### src/logic/rv_pkg.sv
`default_nettype none

package rv_pkg;

    typedef enum logic [6:0] {
        OPC_LUI    = 7'b0110111,
        OPC_AUIPC  = 7'b0010111,
        OPC_JAL    = 7'b1101111,
        OPC_JALR   = 7'b1100111,
        OPC_BRANCH = 7'b1100011,
        OPC_LOAD   = 7'b0000011,
        OPC_STORE  = 7'b0100011,
        OPC_OP_IMM = 7'b0010011,
        OPC_OP     = 7'b0110011
    } opcode_e;

    typedef enum logic [3:0] {
        ALU_ADD, ALU_SUB, ALU_SLL, ALU_SLT, ALU_SLTU, ALU_XOR,
        ALU_SRL, ALU_SRA, ALU_OR, ALU_AND, ALU_PASS_B  // pass_b for lui
    } alu_op_e;

    typedef enum logic [2:0] {
        BR_NONE, BR_EQ, BR_NE, BR_LT, BR_GE, BR_LTU, BR_GEU
    } branch_e;

    typedef enum logic [1:0] {
        WB_NONE, WB_PC4, WB_ALU, WB_LOAD
    } wb_sel_e;

    typedef enum logic [2:0] {
        ST_FETCH_ADDR, ST_FETCH_DATA, ST_EXECUTE, ST_MEM_ADDR,
        ST_MEM_DATA, ST_WRITE_RESP, ST_RETIRE
    } state_e;

    typedef struct packed {
        alu_op_e alu_op;
        logic    a_sel_pc;   // operand a from pc
        logic    b_sel_imm;  // operand b from immediate
        branch_e branch;
        wb_sel_e wb_sel;
        logic    is_jal;
        logic    is_jalr;
        logic    is_load;
        logic    is_store;
        logic    reg_we;
    } ctrl_t;

    typedef struct packed {
        logic [31:0] araddr;
        logic        arvalid;
        logic        rready;
        logic [31:0] awaddr;
        logic        awvalid;
        logic [31:0] wdata;
        logic [3:0]  wstrb;
        logic        wvalid;
        logic        bready;
    } axil_req_t;

    typedef struct packed {
        logic        arready;
        logic [31:0] rdata;
        logic [1:0]  rresp;
        logic        rvalid;
        logic        awready;
        logic        wready;
        logic [1:0]  bresp;
        logic        bvalid;
    } axil_rsp_t;

    typedef struct packed {
        logic        valid;
        logic [31:0] pc;
        logic [31:0] instr;
        logic [4:0]  rd;       // 0 when nothing written
        logic [31:0] rd_data;
    } retire_t;

endpackage

`default_nettype wire

### src/logic/rv_decoder.sv
`timescale 1ns/10ps
`default_nettype none

module rv_decoder import rv_pkg::*; (
    input  logic [31:0] instr,
    output ctrl_t       ctrl,
    output logic [31:0] imm
);

    opcode_e    opcode;
    logic [2:0] funct3;
    logic       alt;  // instr[30], selects sub / sra

    // funct3 to alu operation, shared by op and op-imm
    function automatic alu_op_e arith_op(input logic [2:0] f3, input logic sub_en,
                                         input logic sra_en);
        alu_op_e op;
        case (f3)
            3'b000:  op = sub_en ? ALU_SUB : ALU_ADD;
            3'b001:  op = ALU_SLL;
            3'b010:  op = ALU_SLT;
            3'b011:  op = ALU_SLTU;
            3'b100:  op = ALU_XOR;
            3'b101:  op = sra_en ? ALU_SRA : ALU_SRL;
            3'b110:  op = ALU_OR;
            default: op = ALU_AND;
        endcase
        return op;
    endfunction

    assign opcode = opcode_e'(instr[6:0]);
    assign funct3 = instr[14:12];
    assign alt    = instr[30];

    always_comb begin
        ctrl = '0;  // unknown opcode retires as a no-op
        imm  = 32'd0;
        case (opcode)
            OPC_LUI: begin
                ctrl.alu_op    = ALU_PASS_B;
                ctrl.b_sel_imm = 1'b1;
                ctrl.wb_sel    = WB_ALU;
                ctrl.reg_we    = 1'b1;
                imm            = {instr[31:12], 12'd0};
            end
            OPC_AUIPC: begin
                ctrl.a_sel_pc  = 1'b1;
                ctrl.b_sel_imm = 1'b1;
                ctrl.wb_sel    = WB_ALU;
                ctrl.reg_we    = 1'b1;
                imm            = {instr[31:12], 12'd0};
            end
            OPC_JAL: begin
                ctrl.a_sel_pc  = 1'b1;
                ctrl.b_sel_imm = 1'b1;
                ctrl.is_jal    = 1'b1;
                ctrl.wb_sel    = WB_PC4;
                ctrl.reg_we    = 1'b1;
                imm = {{11{instr[31]}}, instr[31], instr[19:12], instr[20], instr[30:21], 1'b0};
            end
            OPC_JALR: begin
                ctrl.b_sel_imm = 1'b1;
                ctrl.is_jalr   = 1'b1;
                ctrl.wb_sel    = WB_PC4;
                ctrl.reg_we    = 1'b1;
                imm            = {{20{instr[31]}}, instr[31:20]};
            end
            OPC_BRANCH: begin
                ctrl.a_sel_pc  = 1'b1;  // target = pc + imm
                ctrl.b_sel_imm = 1'b1;
                case (funct3)
                    3'b000:  ctrl.branch = BR_EQ;
                    3'b001:  ctrl.branch = BR_NE;
                    3'b100:  ctrl.branch = BR_LT;
                    3'b101:  ctrl.branch = BR_GE;
                    3'b110:  ctrl.branch = BR_LTU;
                    3'b111:  ctrl.branch = BR_GEU;
                    default: ctrl.branch = BR_NONE;
                endcase
                imm = {{19{instr[31]}}, instr[31], instr[7], instr[30:25], instr[11:8], 1'b0};
            end
            OPC_LOAD: begin
                if (funct3 == 3'b010) begin  // lw only
                    ctrl.b_sel_imm = 1'b1;
                    ctrl.is_load   = 1'b1;
                    ctrl.wb_sel    = WB_LOAD;
                    ctrl.reg_we    = 1'b1;
                    imm            = {{20{instr[31]}}, instr[31:20]};
                end
            end
            OPC_STORE: begin
                if (funct3 == 3'b010) begin  // sw only
                    ctrl.b_sel_imm = 1'b1;
                    ctrl.is_store  = 1'b1;
                    imm            = {{20{instr[31]}}, instr[31:25], instr[11:7]};
                end
            end
            OPC_OP_IMM: begin
                ctrl.alu_op    = arith_op(funct3, 1'b0, alt);
                ctrl.b_sel_imm = 1'b1;
                ctrl.wb_sel    = WB_ALU;
                ctrl.reg_we    = 1'b1;
                imm            = {{20{instr[31]}}, instr[31:20]};
            end
            OPC_OP: begin
                ctrl.alu_op = arith_op(funct3, alt, alt);
                ctrl.wb_sel = WB_ALU;
                ctrl.reg_we = 1'b1;
            end
            default: ;
        endcase
    end

endmodule

`default_nettype wire

### src/logic/rv_alu.sv
`timescale 1ns/10ps
`default_nettype none

module rv_alu import rv_pkg::*; (
    input  logic [31:0] a,
    input  logic [31:0] b,
    input  logic [31:0] rs1,
    input  logic [31:0] rs2,
    input  alu_op_e     op,
    input  branch_e     branch,
    output logic [31:0] result,
    output logic        take
);

    logic [4:0] shamt;
    logic       lt_s;
    logic       lt_u;

    assign shamt = b[4:0];

    always_comb begin
        case (op)
            ALU_ADD:    result = a + b;
            ALU_SUB:    result = a - b;
            ALU_SLL:    result = a << shamt;
            ALU_SLT:    result = {31'd0, $signed(a) < $signed(b)};
            ALU_SLTU:   result = {31'd0, a < b};
            ALU_XOR:    result = a ^ b;
            ALU_SRL:    result = a >> shamt;
            ALU_SRA:    result = $unsigned($signed(a) >>> shamt);
            ALU_OR:     result = a | b;
            ALU_AND:    result = a & b;
            ALU_PASS_B: result = b;
            default:    result = 32'd0;
        endcase
    end

    // branch compare runs beside the target adder
    assign lt_s = $signed(rs1) < $signed(rs2);
    assign lt_u = rs1 < rs2;

    always_comb begin
        case (branch)
            BR_EQ:   take = (rs1 == rs2);
            BR_NE:   take = (rs1 != rs2);
            BR_LT:   take = lt_s;
            BR_GE:   take = !lt_s;
            BR_LTU:  take = lt_u;
            BR_GEU:  take = !lt_u;
            default: take = 1'b0;
        endcase
    end

endmodule

`default_nettype wire

### src/logic/rv_regfile.sv
`timescale 1ns/10ps
`default_nettype none

module rv_regfile (
    input  logic        clk,
    input  logic        rst,
    input  logic [4:0]  rs1_addr,
    input  logic [4:0]  rs2_addr,
    input  logic [4:0]  rd_addr,
    input  logic        we,
    input  logic [31:0] wdata,
    output logic [31:0] rs1_data,
    output logic [31:0] rs2_data
);

    logic [31:0] regs [32];

    always_ff @(posedge clk) begin
        if (rst) begin
            for (int i = 0; i < 32; i++) begin
                regs[i] <= 32'd0;
            end
        end else if (we && rd_addr != 5'd0) begin  // x0 never written
            regs[rd_addr] <= wdata;
        end
    end

    assign rs1_data = regs[rs1_addr];
    assign rs2_data = regs[rs2_addr];

    // x0 stays zero through reset and every write
    x0_reads_zero: assert property (@(posedge clk) disable iff (rst)
        (rs1_addr == 5'd0) |-> (rs1_data == 32'd0));

endmodule

`default_nettype wire

### src/logic/rv_pc.sv
`timescale 1ns/10ps
`default_nettype none

module rv_pc #(
    parameter logic [31:0] RESET_PC = 32'h0000_0000
) (
    input  logic        clk,
    input  logic        rst,
    input  logic        advance,
    input  logic        jump,
    input  logic [31:0] target,
    output logic [31:0] pc
);

    always_ff @(posedge clk) begin
        if (rst) begin
            pc <= RESET_PC;
        end else if (advance) begin
            if (jump) begin
                pc <= {target[31:1], 1'b0};  // jalr clears bit 0
            end else begin
                pc <= pc + 32'd4;
            end
        end
    end

    // only aligned targets are legal
    pc_word_aligned: assert property (@(posedge clk) disable iff (rst)
        pc[1:0] == 2'b00);

endmodule

`default_nettype wire

### src/logic/rv_control_fsm.sv
`timescale 1ns/10ps
`default_nettype none

module rv_control_fsm import rv_pkg::*; (
    input  logic        clk,
    input  logic        rst,
    input  ctrl_t       ctrl,
    input  logic [31:0] pc,
    input  logic [31:0] alu_result,
    input  logic [31:0] store_data,
    input  axil_rsp_t   axil_rsp,
    output axil_req_t   axil_req,
    output logic        instr_we,
    output logic        load_we,
    output logic        reg_we,
    output logic        pc_advance
);

    state_e state, next_state;
    logic   arvalid_q, awvalid_q, wvalid_q;
    logic   aw_done, w_done;      // channel accepted in this store
    logic   aw_done_n, w_done_n;
    logic   rready, bready;
    logic   ar_hs, r_hs, aw_hs, w_hs, b_hs;

    assign rready = (state == ST_FETCH_DATA) || (state == ST_MEM_DATA);
    assign bready = (state == ST_WRITE_RESP);

    assign ar_hs = arvalid_q && axil_rsp.arready;
    assign r_hs  = rready && axil_rsp.rvalid;
    assign aw_hs = awvalid_q && axil_rsp.awready;
    assign w_hs  = wvalid_q && axil_rsp.wready;
    assign b_hs  = bready && axil_rsp.bvalid;

    assign aw_done_n = aw_done || aw_hs;
    assign w_done_n  = w_done || w_hs;

    always_comb begin
        next_state = state;
        case (state)
            ST_FETCH_ADDR: if (ar_hs) next_state = ST_FETCH_DATA;
            ST_FETCH_DATA: if (r_hs) next_state = ST_EXECUTE;
            ST_EXECUTE: begin
                if (ctrl.is_load || ctrl.is_store) begin
                    next_state = ST_MEM_ADDR;
                end else begin
                    next_state = ST_RETIRE;
                end
            end
            ST_MEM_ADDR: begin
                if (ctrl.is_load) begin
                    if (ar_hs) next_state = ST_MEM_DATA;
                end else if (aw_done_n && w_done_n) begin
                    next_state = ST_WRITE_RESP;
                end
            end
            ST_MEM_DATA:   if (r_hs) next_state = ST_RETIRE;
            ST_WRITE_RESP: if (b_hs) next_state = ST_RETIRE;
            ST_RETIRE:     next_state = ST_FETCH_ADDR;
            default:       next_state = ST_FETCH_ADDR;
        endcase
    end

    // valids come from the next state so they are glitch free
    always_ff @(posedge clk) begin
        if (rst) begin
            state     <= ST_FETCH_ADDR;
            arvalid_q <= 1'b0;
            awvalid_q <= 1'b0;
            wvalid_q  <= 1'b0;
            aw_done   <= 1'b0;
            w_done    <= 1'b0;
        end else begin
            state     <= next_state;
            arvalid_q <= (next_state == ST_FETCH_ADDR) ||
                         (next_state == ST_MEM_ADDR && ctrl.is_load);
            awvalid_q <= (next_state == ST_MEM_ADDR) && ctrl.is_store && !aw_done_n;
            wvalid_q  <= (next_state == ST_MEM_ADDR) && ctrl.is_store && !w_done_n;
            aw_done   <= (next_state == ST_MEM_ADDR) && aw_done_n;
            w_done    <= (next_state == ST_MEM_ADDR) && w_done_n;
        end
    end

    always_comb begin
        axil_req.araddr  = (state == ST_MEM_ADDR) ? alu_result : pc;
        axil_req.arvalid = arvalid_q;
        axil_req.rready  = rready;
        axil_req.awaddr  = alu_result;
        axil_req.awvalid = awvalid_q;
        axil_req.wdata   = store_data;
        axil_req.wstrb   = 4'hf;  // word stores only
        axil_req.wvalid  = wvalid_q;
        axil_req.bready  = bready;
    end

    assign instr_we   = (state == ST_FETCH_DATA) && r_hs;
    assign load_we    = (state == ST_MEM_DATA) && r_hs;
    assign reg_we     = (state == ST_RETIRE) && ctrl.reg_we;
    assign pc_advance = (state == ST_RETIRE);

    ar_held: assert property (@(posedge clk) disable iff (rst)
        arvalid_q && !axil_rsp.arready |=> arvalid_q && $stable(axil_req.araddr));

    aw_held: assert property (@(posedge clk) disable iff (rst)
        awvalid_q && !axil_rsp.awready |=> awvalid_q && $stable(axil_req.awaddr));

endmodule

`default_nettype wire

### src/logic/rv_core_top.sv
`timescale 1ns/10ps
`default_nettype none

module rv_core_top import rv_pkg::*; #(
    parameter logic [31:0] RESET_PC = 32'h0000_0000
) (
    input  logic      clk,
    input  logic      rst,
    input  axil_rsp_t axil_rsp,
    output axil_req_t axil_req,
    output retire_t   retire
);

    logic [31:0] instr_q;   // latched instruction
    logic [31:0] load_q;    // latched lw data
    logic [31:0] pc, pc_plus4;
    logic [31:0] imm;
    ctrl_t       ctrl;
    logic [31:0] rs1_data, rs2_data;
    logic [31:0] alu_a, alu_b, alu_out;
    logic        take, jump;
    logic [31:0] wb_data;
    logic        instr_we, load_we, reg_we, pc_advance;

    always_ff @(posedge clk) begin
        if (instr_we) instr_q <= axil_rsp.rdata;
        if (load_we) load_q <= axil_rsp.rdata;
    end

    assign alu_a    = ctrl.a_sel_pc ? pc : rs1_data;
    assign alu_b    = ctrl.b_sel_imm ? imm : rs2_data;
    assign pc_plus4 = pc + 32'd4;
    assign jump     = ctrl.is_jal || ctrl.is_jalr || take;

    always_comb begin
        case (ctrl.wb_sel)
            WB_PC4:  wb_data = pc_plus4;  // link address
            WB_ALU:  wb_data = alu_out;
            WB_LOAD: wb_data = load_q;
            default: wb_data = 32'd0;
        endcase
    end

    rv_decoder rv_decoder_i (
        .instr (instr_q),
        .ctrl  (ctrl),
        .imm   (imm)
    );

    rv_alu rv_alu_i (
        .a      (alu_a),
        .b      (alu_b),
        .rs1    (rs1_data),
        .rs2    (rs2_data),
        .op     (ctrl.alu_op),
        .branch (ctrl.branch),
        .result (alu_out),
        .take   (take)
    );

    rv_regfile rv_regfile_i (
        .clk      (clk),
        .rst      (rst),
        .rs1_addr (instr_q[19:15]),
        .rs2_addr (instr_q[24:20]),
        .rd_addr  (instr_q[11:7]),
        .we       (reg_we),
        .wdata    (wb_data),
        .rs1_data (rs1_data),
        .rs2_data (rs2_data)
    );

    rv_pc #(.RESET_PC(RESET_PC)) rv_pc_i (
        .clk     (clk),
        .rst     (rst),
        .advance (pc_advance),
        .jump    (jump),
        .target  (alu_out),
        .pc      (pc)
    );

    rv_control_fsm rv_control_fsm_i (
        .clk        (clk),
        .rst        (rst),
        .ctrl       (ctrl),
        .pc         (pc),
        .alu_result (alu_out),
        .store_data (rs2_data),
        .axil_rsp   (axil_rsp),
        .axil_req   (axil_req),
        .instr_we   (instr_we),
        .load_we    (load_we),
        .reg_we     (reg_we),
        .pc_advance (pc_advance)
    );

    // trace of each finished instruction
    always_comb begin
        retire.valid   = pc_advance;
        retire.pc      = pc;
        retire.instr   = instr_q;
        retire.rd      = reg_we ? instr_q[11:7] : 5'd0;
        retire.rd_data = (retire.rd != 5'd0) ? wb_data : 32'd0;
    end

endmodule

`default_nettype wire

### config.mk
export PLATFORM = sky130hd
export DESIGN_NAME = rv_core_top
export DESIGN_NICKNAME = d
export VERILOG_FILES = /design/src/logic/rv_pkg.sv /design/src/logic/rv_decoder.sv /design/src/logic/rv_alu.sv /design/src/logic/rv_regfile.sv /design/src/logic/rv_pc.sv /design/src/logic/rv_control_fsm.sv /design/src/logic/rv_core_top.sv
export SDC_FILE = /design/constraint.sdc
export NUM_CORES = 2
export LEC_CHECK = 0
export ABC_AREA = 0
export BUFFER_PORTS_ARGS = -buffer_cell sky130_fd_sc_hd__buf_2
export CORE_ASPECT_RATIO = 1.75
export CORE_UTILIZATION = 64
export CTS_CLUSTER_DIAMETER = 40
export CTS_CLUSTER_SIZE = 12
export DETAILED_ROUTE_END_ITERATION = 6
export PLACE_DENSITY_LB_ADDON = 0.05
export SYNTH_ARGS = -nofsm -noshare
export SYNTH_HDL_FRONTEND = slang
export SYNTH_HIERARCHICAL = 1
export SYNTH_SLANG_ARGS = --single-unit
### constraint.sdc
create_clock -name clk -period 8.1 [get_ports clk]
set_input_delay 0 -clock clk [delete_from_list [all_inputs] [get_ports clk]]
set_output_delay 0 -clock clk [all_outputs]
set_load 0.005 [all_outputs]
==> results.sh <==
export IMPL_drt_pre_antenna_iters=7
export IMPL_synthesis_yosys_warnings=6
export IMPL_synthToLayoutAreaGrowth_pct=9.50
export IMPL_worst_slew_margin_rel_pct=-0.0959
export IMPL_synth_async_reset_ratio_pct=0
export IMPL_yosys_most_used_dff="edfxtp_1"
export IMPL_pin_count_of_the_biggest_net_entering_global_routing=97
export IMPL_syn_area_um2=74400
export IMPL_clk_lat_worst_skew_ns=0.77
export IMPL_first_global_vias=62500
export IMPL_synth_sequential_area_ratio_pct=44.9
export IMPL_ys_seq_elements=1127
export IMPL_netlist_cell_type_count=115
export IMPL_drt_wl_total_um=299000
export IMPL_count_of_placed_standard_cells_in_the_final_layout_fillers_left_out=8715
export IMPL_sinks_on_the_clock_net=1127
export IMPL_h_tree_depth=3
export IMPL_period_needed_ns=8.18
export IMPL_cts_tree="done"
export IMPL_syn_instance_count=7039
export IMPL_ir_drop_worst_case_vdd_v=0.000213
export IMPL_drt_antenna_violating_nets=0
export IMPL_timing_worst_slew_pin_value_ns=1.49
export IMPL_grt_total_usage_pct=49.8
export IMPL_switching_share_pct=40.7
export IMPL_start_util_pct=64.5
export IMPL_drive_gt1_share_pct=14.4
export IMPL_drc=6
export IMPL_combPwrFrac_pct=42.7
export IMPL_grt_antenna_before_repair=26
export IMPL_critPathKind="reg -> out"
export IMPL_grt_setup_unrepaired="false"
export IMPL_fillers=8114
export IMPL_cts_root_buf="clkbuf_16"
export IMPL_floorplan_die_width_um=260
export IMPL_cp_max_fo=34
export IMPL_internal_power_uw=12400
export IMPL_critical_path_slowest_cell="edfxtp_1"
export IMPL_power_frac_clock_pct=24.3
export IMPL_post_synth_main_area_contributors="edfxtp_1 (44%), mux2i_1 (15%), and2_1 (8.5%), a21oi_1 (2.6%), ha_1 (2.2%)"
export IMPL_final_period_utilization_pct=101
export IMPL_finalSetupViolations=4
export IMPL_setup_ws_ns=-0.0833
export IMPL_gp_congestion=1.07
export IMPL_cp_slowest_stage_delay_ns=0.90
export IMPL_cts_clk_slew_worst_paths_ns=0.06
export IMPL_synthDominantAreaCellType="edfxtp_1"
export IMPL_max_clock_path_buffers=3
export IMPL_status="finished, violations left"
export IMPL_crit_path_end_kind="output pin"
export IMPL_multi_input_area_um2=37300
export IMPL_grt_pass1_wl_um=418000
export IMPL_dieArea_um2=118000
export IMPL_wire_per_inst_um=34.3
export IMPL_critical_path_cell_chain="buf_4, nand2b_2, a21oi_1, a31oi_1, nand3_1, mux2_4, buf_12, inv_1, a21boi_0, mux4_2, mux2i_1, nand2_1, o21ai_0, a21oi_1, o21ai_0, nand2_1, o21ai_2, nor2b_1, buf_2"
export IMPL_vias_per_cell=7.25
export IMPL_netlist_top_cells_count="mux2i_1 (1,101), edfxtp_1 (1,088), and2_1 (1,016), nand2_1 (389), a21oi_1 (388)"
export IMPL_fin_hold_ws_ns=0.0258
export IMPL_fmax_mhz=122
export IMPL_cp_buffers_inverters=4
export IMPL_boundaryPins=250
export IMPL_max_cap_violations=2
export IMPL_nets_finish=7307
export IMPL_skew_ns=0.0243
export IMPL_place_inst=8430
export IMPL_inserted_clock_buffers=116
export IMPL_holdCritPathClass="in -> reg"
export IMPL_data_arrival_time_of_the_critical_path_ns=8.18
export IMPL_core_rowCount=165
export IMPL_net_switching_power_uw=8490
export IMPL_seq_power_share_pct=33.0
export IMPL_dp_final_hpwl_um=204000
export IMPL_io_buffer_count=240
export IMPL_synthMostInstantiatedCell="mux2i_1"
export IMPL_final_max_slew_viol_count=1
export IMPL_core_area_um2=115000
export IMPL_timing_final_hold_violations=0
export IMPL_synth_edff_count=1088
export IMPL_crit_required_ns=8.10
export IMPL_p_leak_uw=0.0332
export IMPL_regArea_um2=33500
export IMPL_grt_overflow_total=0
export IMPL_post_synth_top_area_fraction_pct=43.9
export IMPL_detail_route_iter0_violations=8684
export IMPL_violations="design-rule violations, max-capacitance violations, max-slew violations, negative setup slack"
export IMPL_die_h_um=453
export IMPL_avgSynthCellArea_um2=10.6
export IMPL_timing_reg2reg_setup_slack_ns=0.41
export IMPL_crit_path_start_kind="flop"
export IMPL_power_density_nw_per_um2=256
export IMPL_total_via_count_in_the_routed_design=63200
export IMPL_kind_of_cell_with_the_highest_combined_delay_on_the_critical_path="compound AO/OA/AOI/OAI gates"
## area by class of cell
cell class	instances	area share, %
diodes	28	0.0860
clock buffers	134	3.67
clock inverters	37	0.530
inverters	154	0.709
multi-input cells	5104	45.7
flip-flops and latches	1127	41.0
well taps	1503	2.31
repair buffers	628	5.93
## timing repair
item / 4_1_cts / 5_1_grt
hold buffers: 70 / 1
setup buffers: 0 / 12
gates resized for setup: 0 / 7
setup endpoints to repair: 0 / 34
endpoints found under the hold margin: 95 / 1
## power groups by stage
stage	Clock [uW]	Combinational, uW	Sequential, uW
final	5070	8910	6880
after global routing	5250	9160	6890
after CTS	5040	8340	6860
after global placement	0	8220	6950
after floorplan	0	5210	6870
after detailed placement	0	8270	6980
## final timing paths
path / end / cells past startpoint / startpoint
worst max-delay path: retire[1] / 19 / instr_q[23]
worst min-delay path: instr_q[24] / 2 / axil_rsp[32]
worst max register to register: rv_regfile_i/regs[1][29] / 24 / instr_q[23]
worst min register to register: rv_control_fsm_i/awvalid_q / 2 / rv_control_fsm_i/aw_done
## cell usage in the layout, fill, tap and decap left out, types with 39 or more instances in the layout
cell type      synthesis  layout
nand2_1              389     388
buf_12                 0      42
nand3_1              260     260
nor3_1               110     109
a22o_1               144     144
buf_2                145     239
mux2_2               119     118
a31oi_1              100      98
dfxtp_1               39      39
nand4_1               45      45
clkbuf_16              0     117
a21oi_1              388     387
ha_1                 131     130
mux2i_1             1101    1100
inv_1                151     151
o21ai_0              146     129
nor2_1               222     206
a22oi_1              217     217
edfxtp_1            1088    1088
or2_2                 43      43
and2_1              1016    1014
buf_4                157     274
dlygate4sd3_1          0      71
## worst register-to-register path: cells and delay by family, from the launching register on
family | cells | cell delay (ns)
AOI/OAI and AO/OA | 9 | 2.36
buffers and inverters | 6 | 1.49
adders and majority gates | 1 | 0.32
muxes | 2 | 0.79
DFF | 1 | 0.90
and+or+nand+nor | 6 | 1.55
## registers in the layout, indices dropped and copies added, names as in the netlist
name                        flops
instr_q                        32
load_q                         32
rv_control_fsm_i/arvalid_q      1
rv_control_fsm_i/aw_done        1
rv_control_fsm_i/awvalid_q      1
rv_control_fsm_i/state          3
rv_control_fsm_i/w_done         1
rv_control_fsm_i/wvalid_q       1
rv_pc_i/pc                     31
rv_regfile_i/regs            1024
## cell families (layout without fill, tap and decap cells)
group,after synthesis,in the layout,synth area share [%]
mux,1258,1258,17.5
fa+ha+maj,133,133,2.26
other cells,3,65,0.0151
xor+xnor,22,22,0.259
simple gates,2299,2300,17.0
compound gates,1354,1354,12.4
buf+inv,843,953,5.64
flops,1127,1127,44.9
## metal layers
layer | GRT usage (%) | routed length, um | vias to the layer above
met5 | 0.0829 | 159 | -
met2 | 80.4 | 139000 | 5048
met4 | 50.1 | 36600 | 24
met3 | 14.2 | 32800 | 1814
li1 | - | - | 26100
met1 | 50.5 | 90100 | 30300
## stage by stage
step	setup slack [ns]	util, %	power (uW)	area (um^2)	setup TNS, ns
6_report	-0.0833	70.6	20900	81500	-0.197
5_1_grt	0.0212	70.6	21300	81500	0
4_1_cts	0.203	70.4	20200	81200	0
3_5_place_dp	0.840	66.8	15200	77100	0
3_3_place_gp	0.846	66.8	15200	77100	0
2_1_floorplan	1.17	-	12100	74600	0
Power figures use the tool's default switching activity.
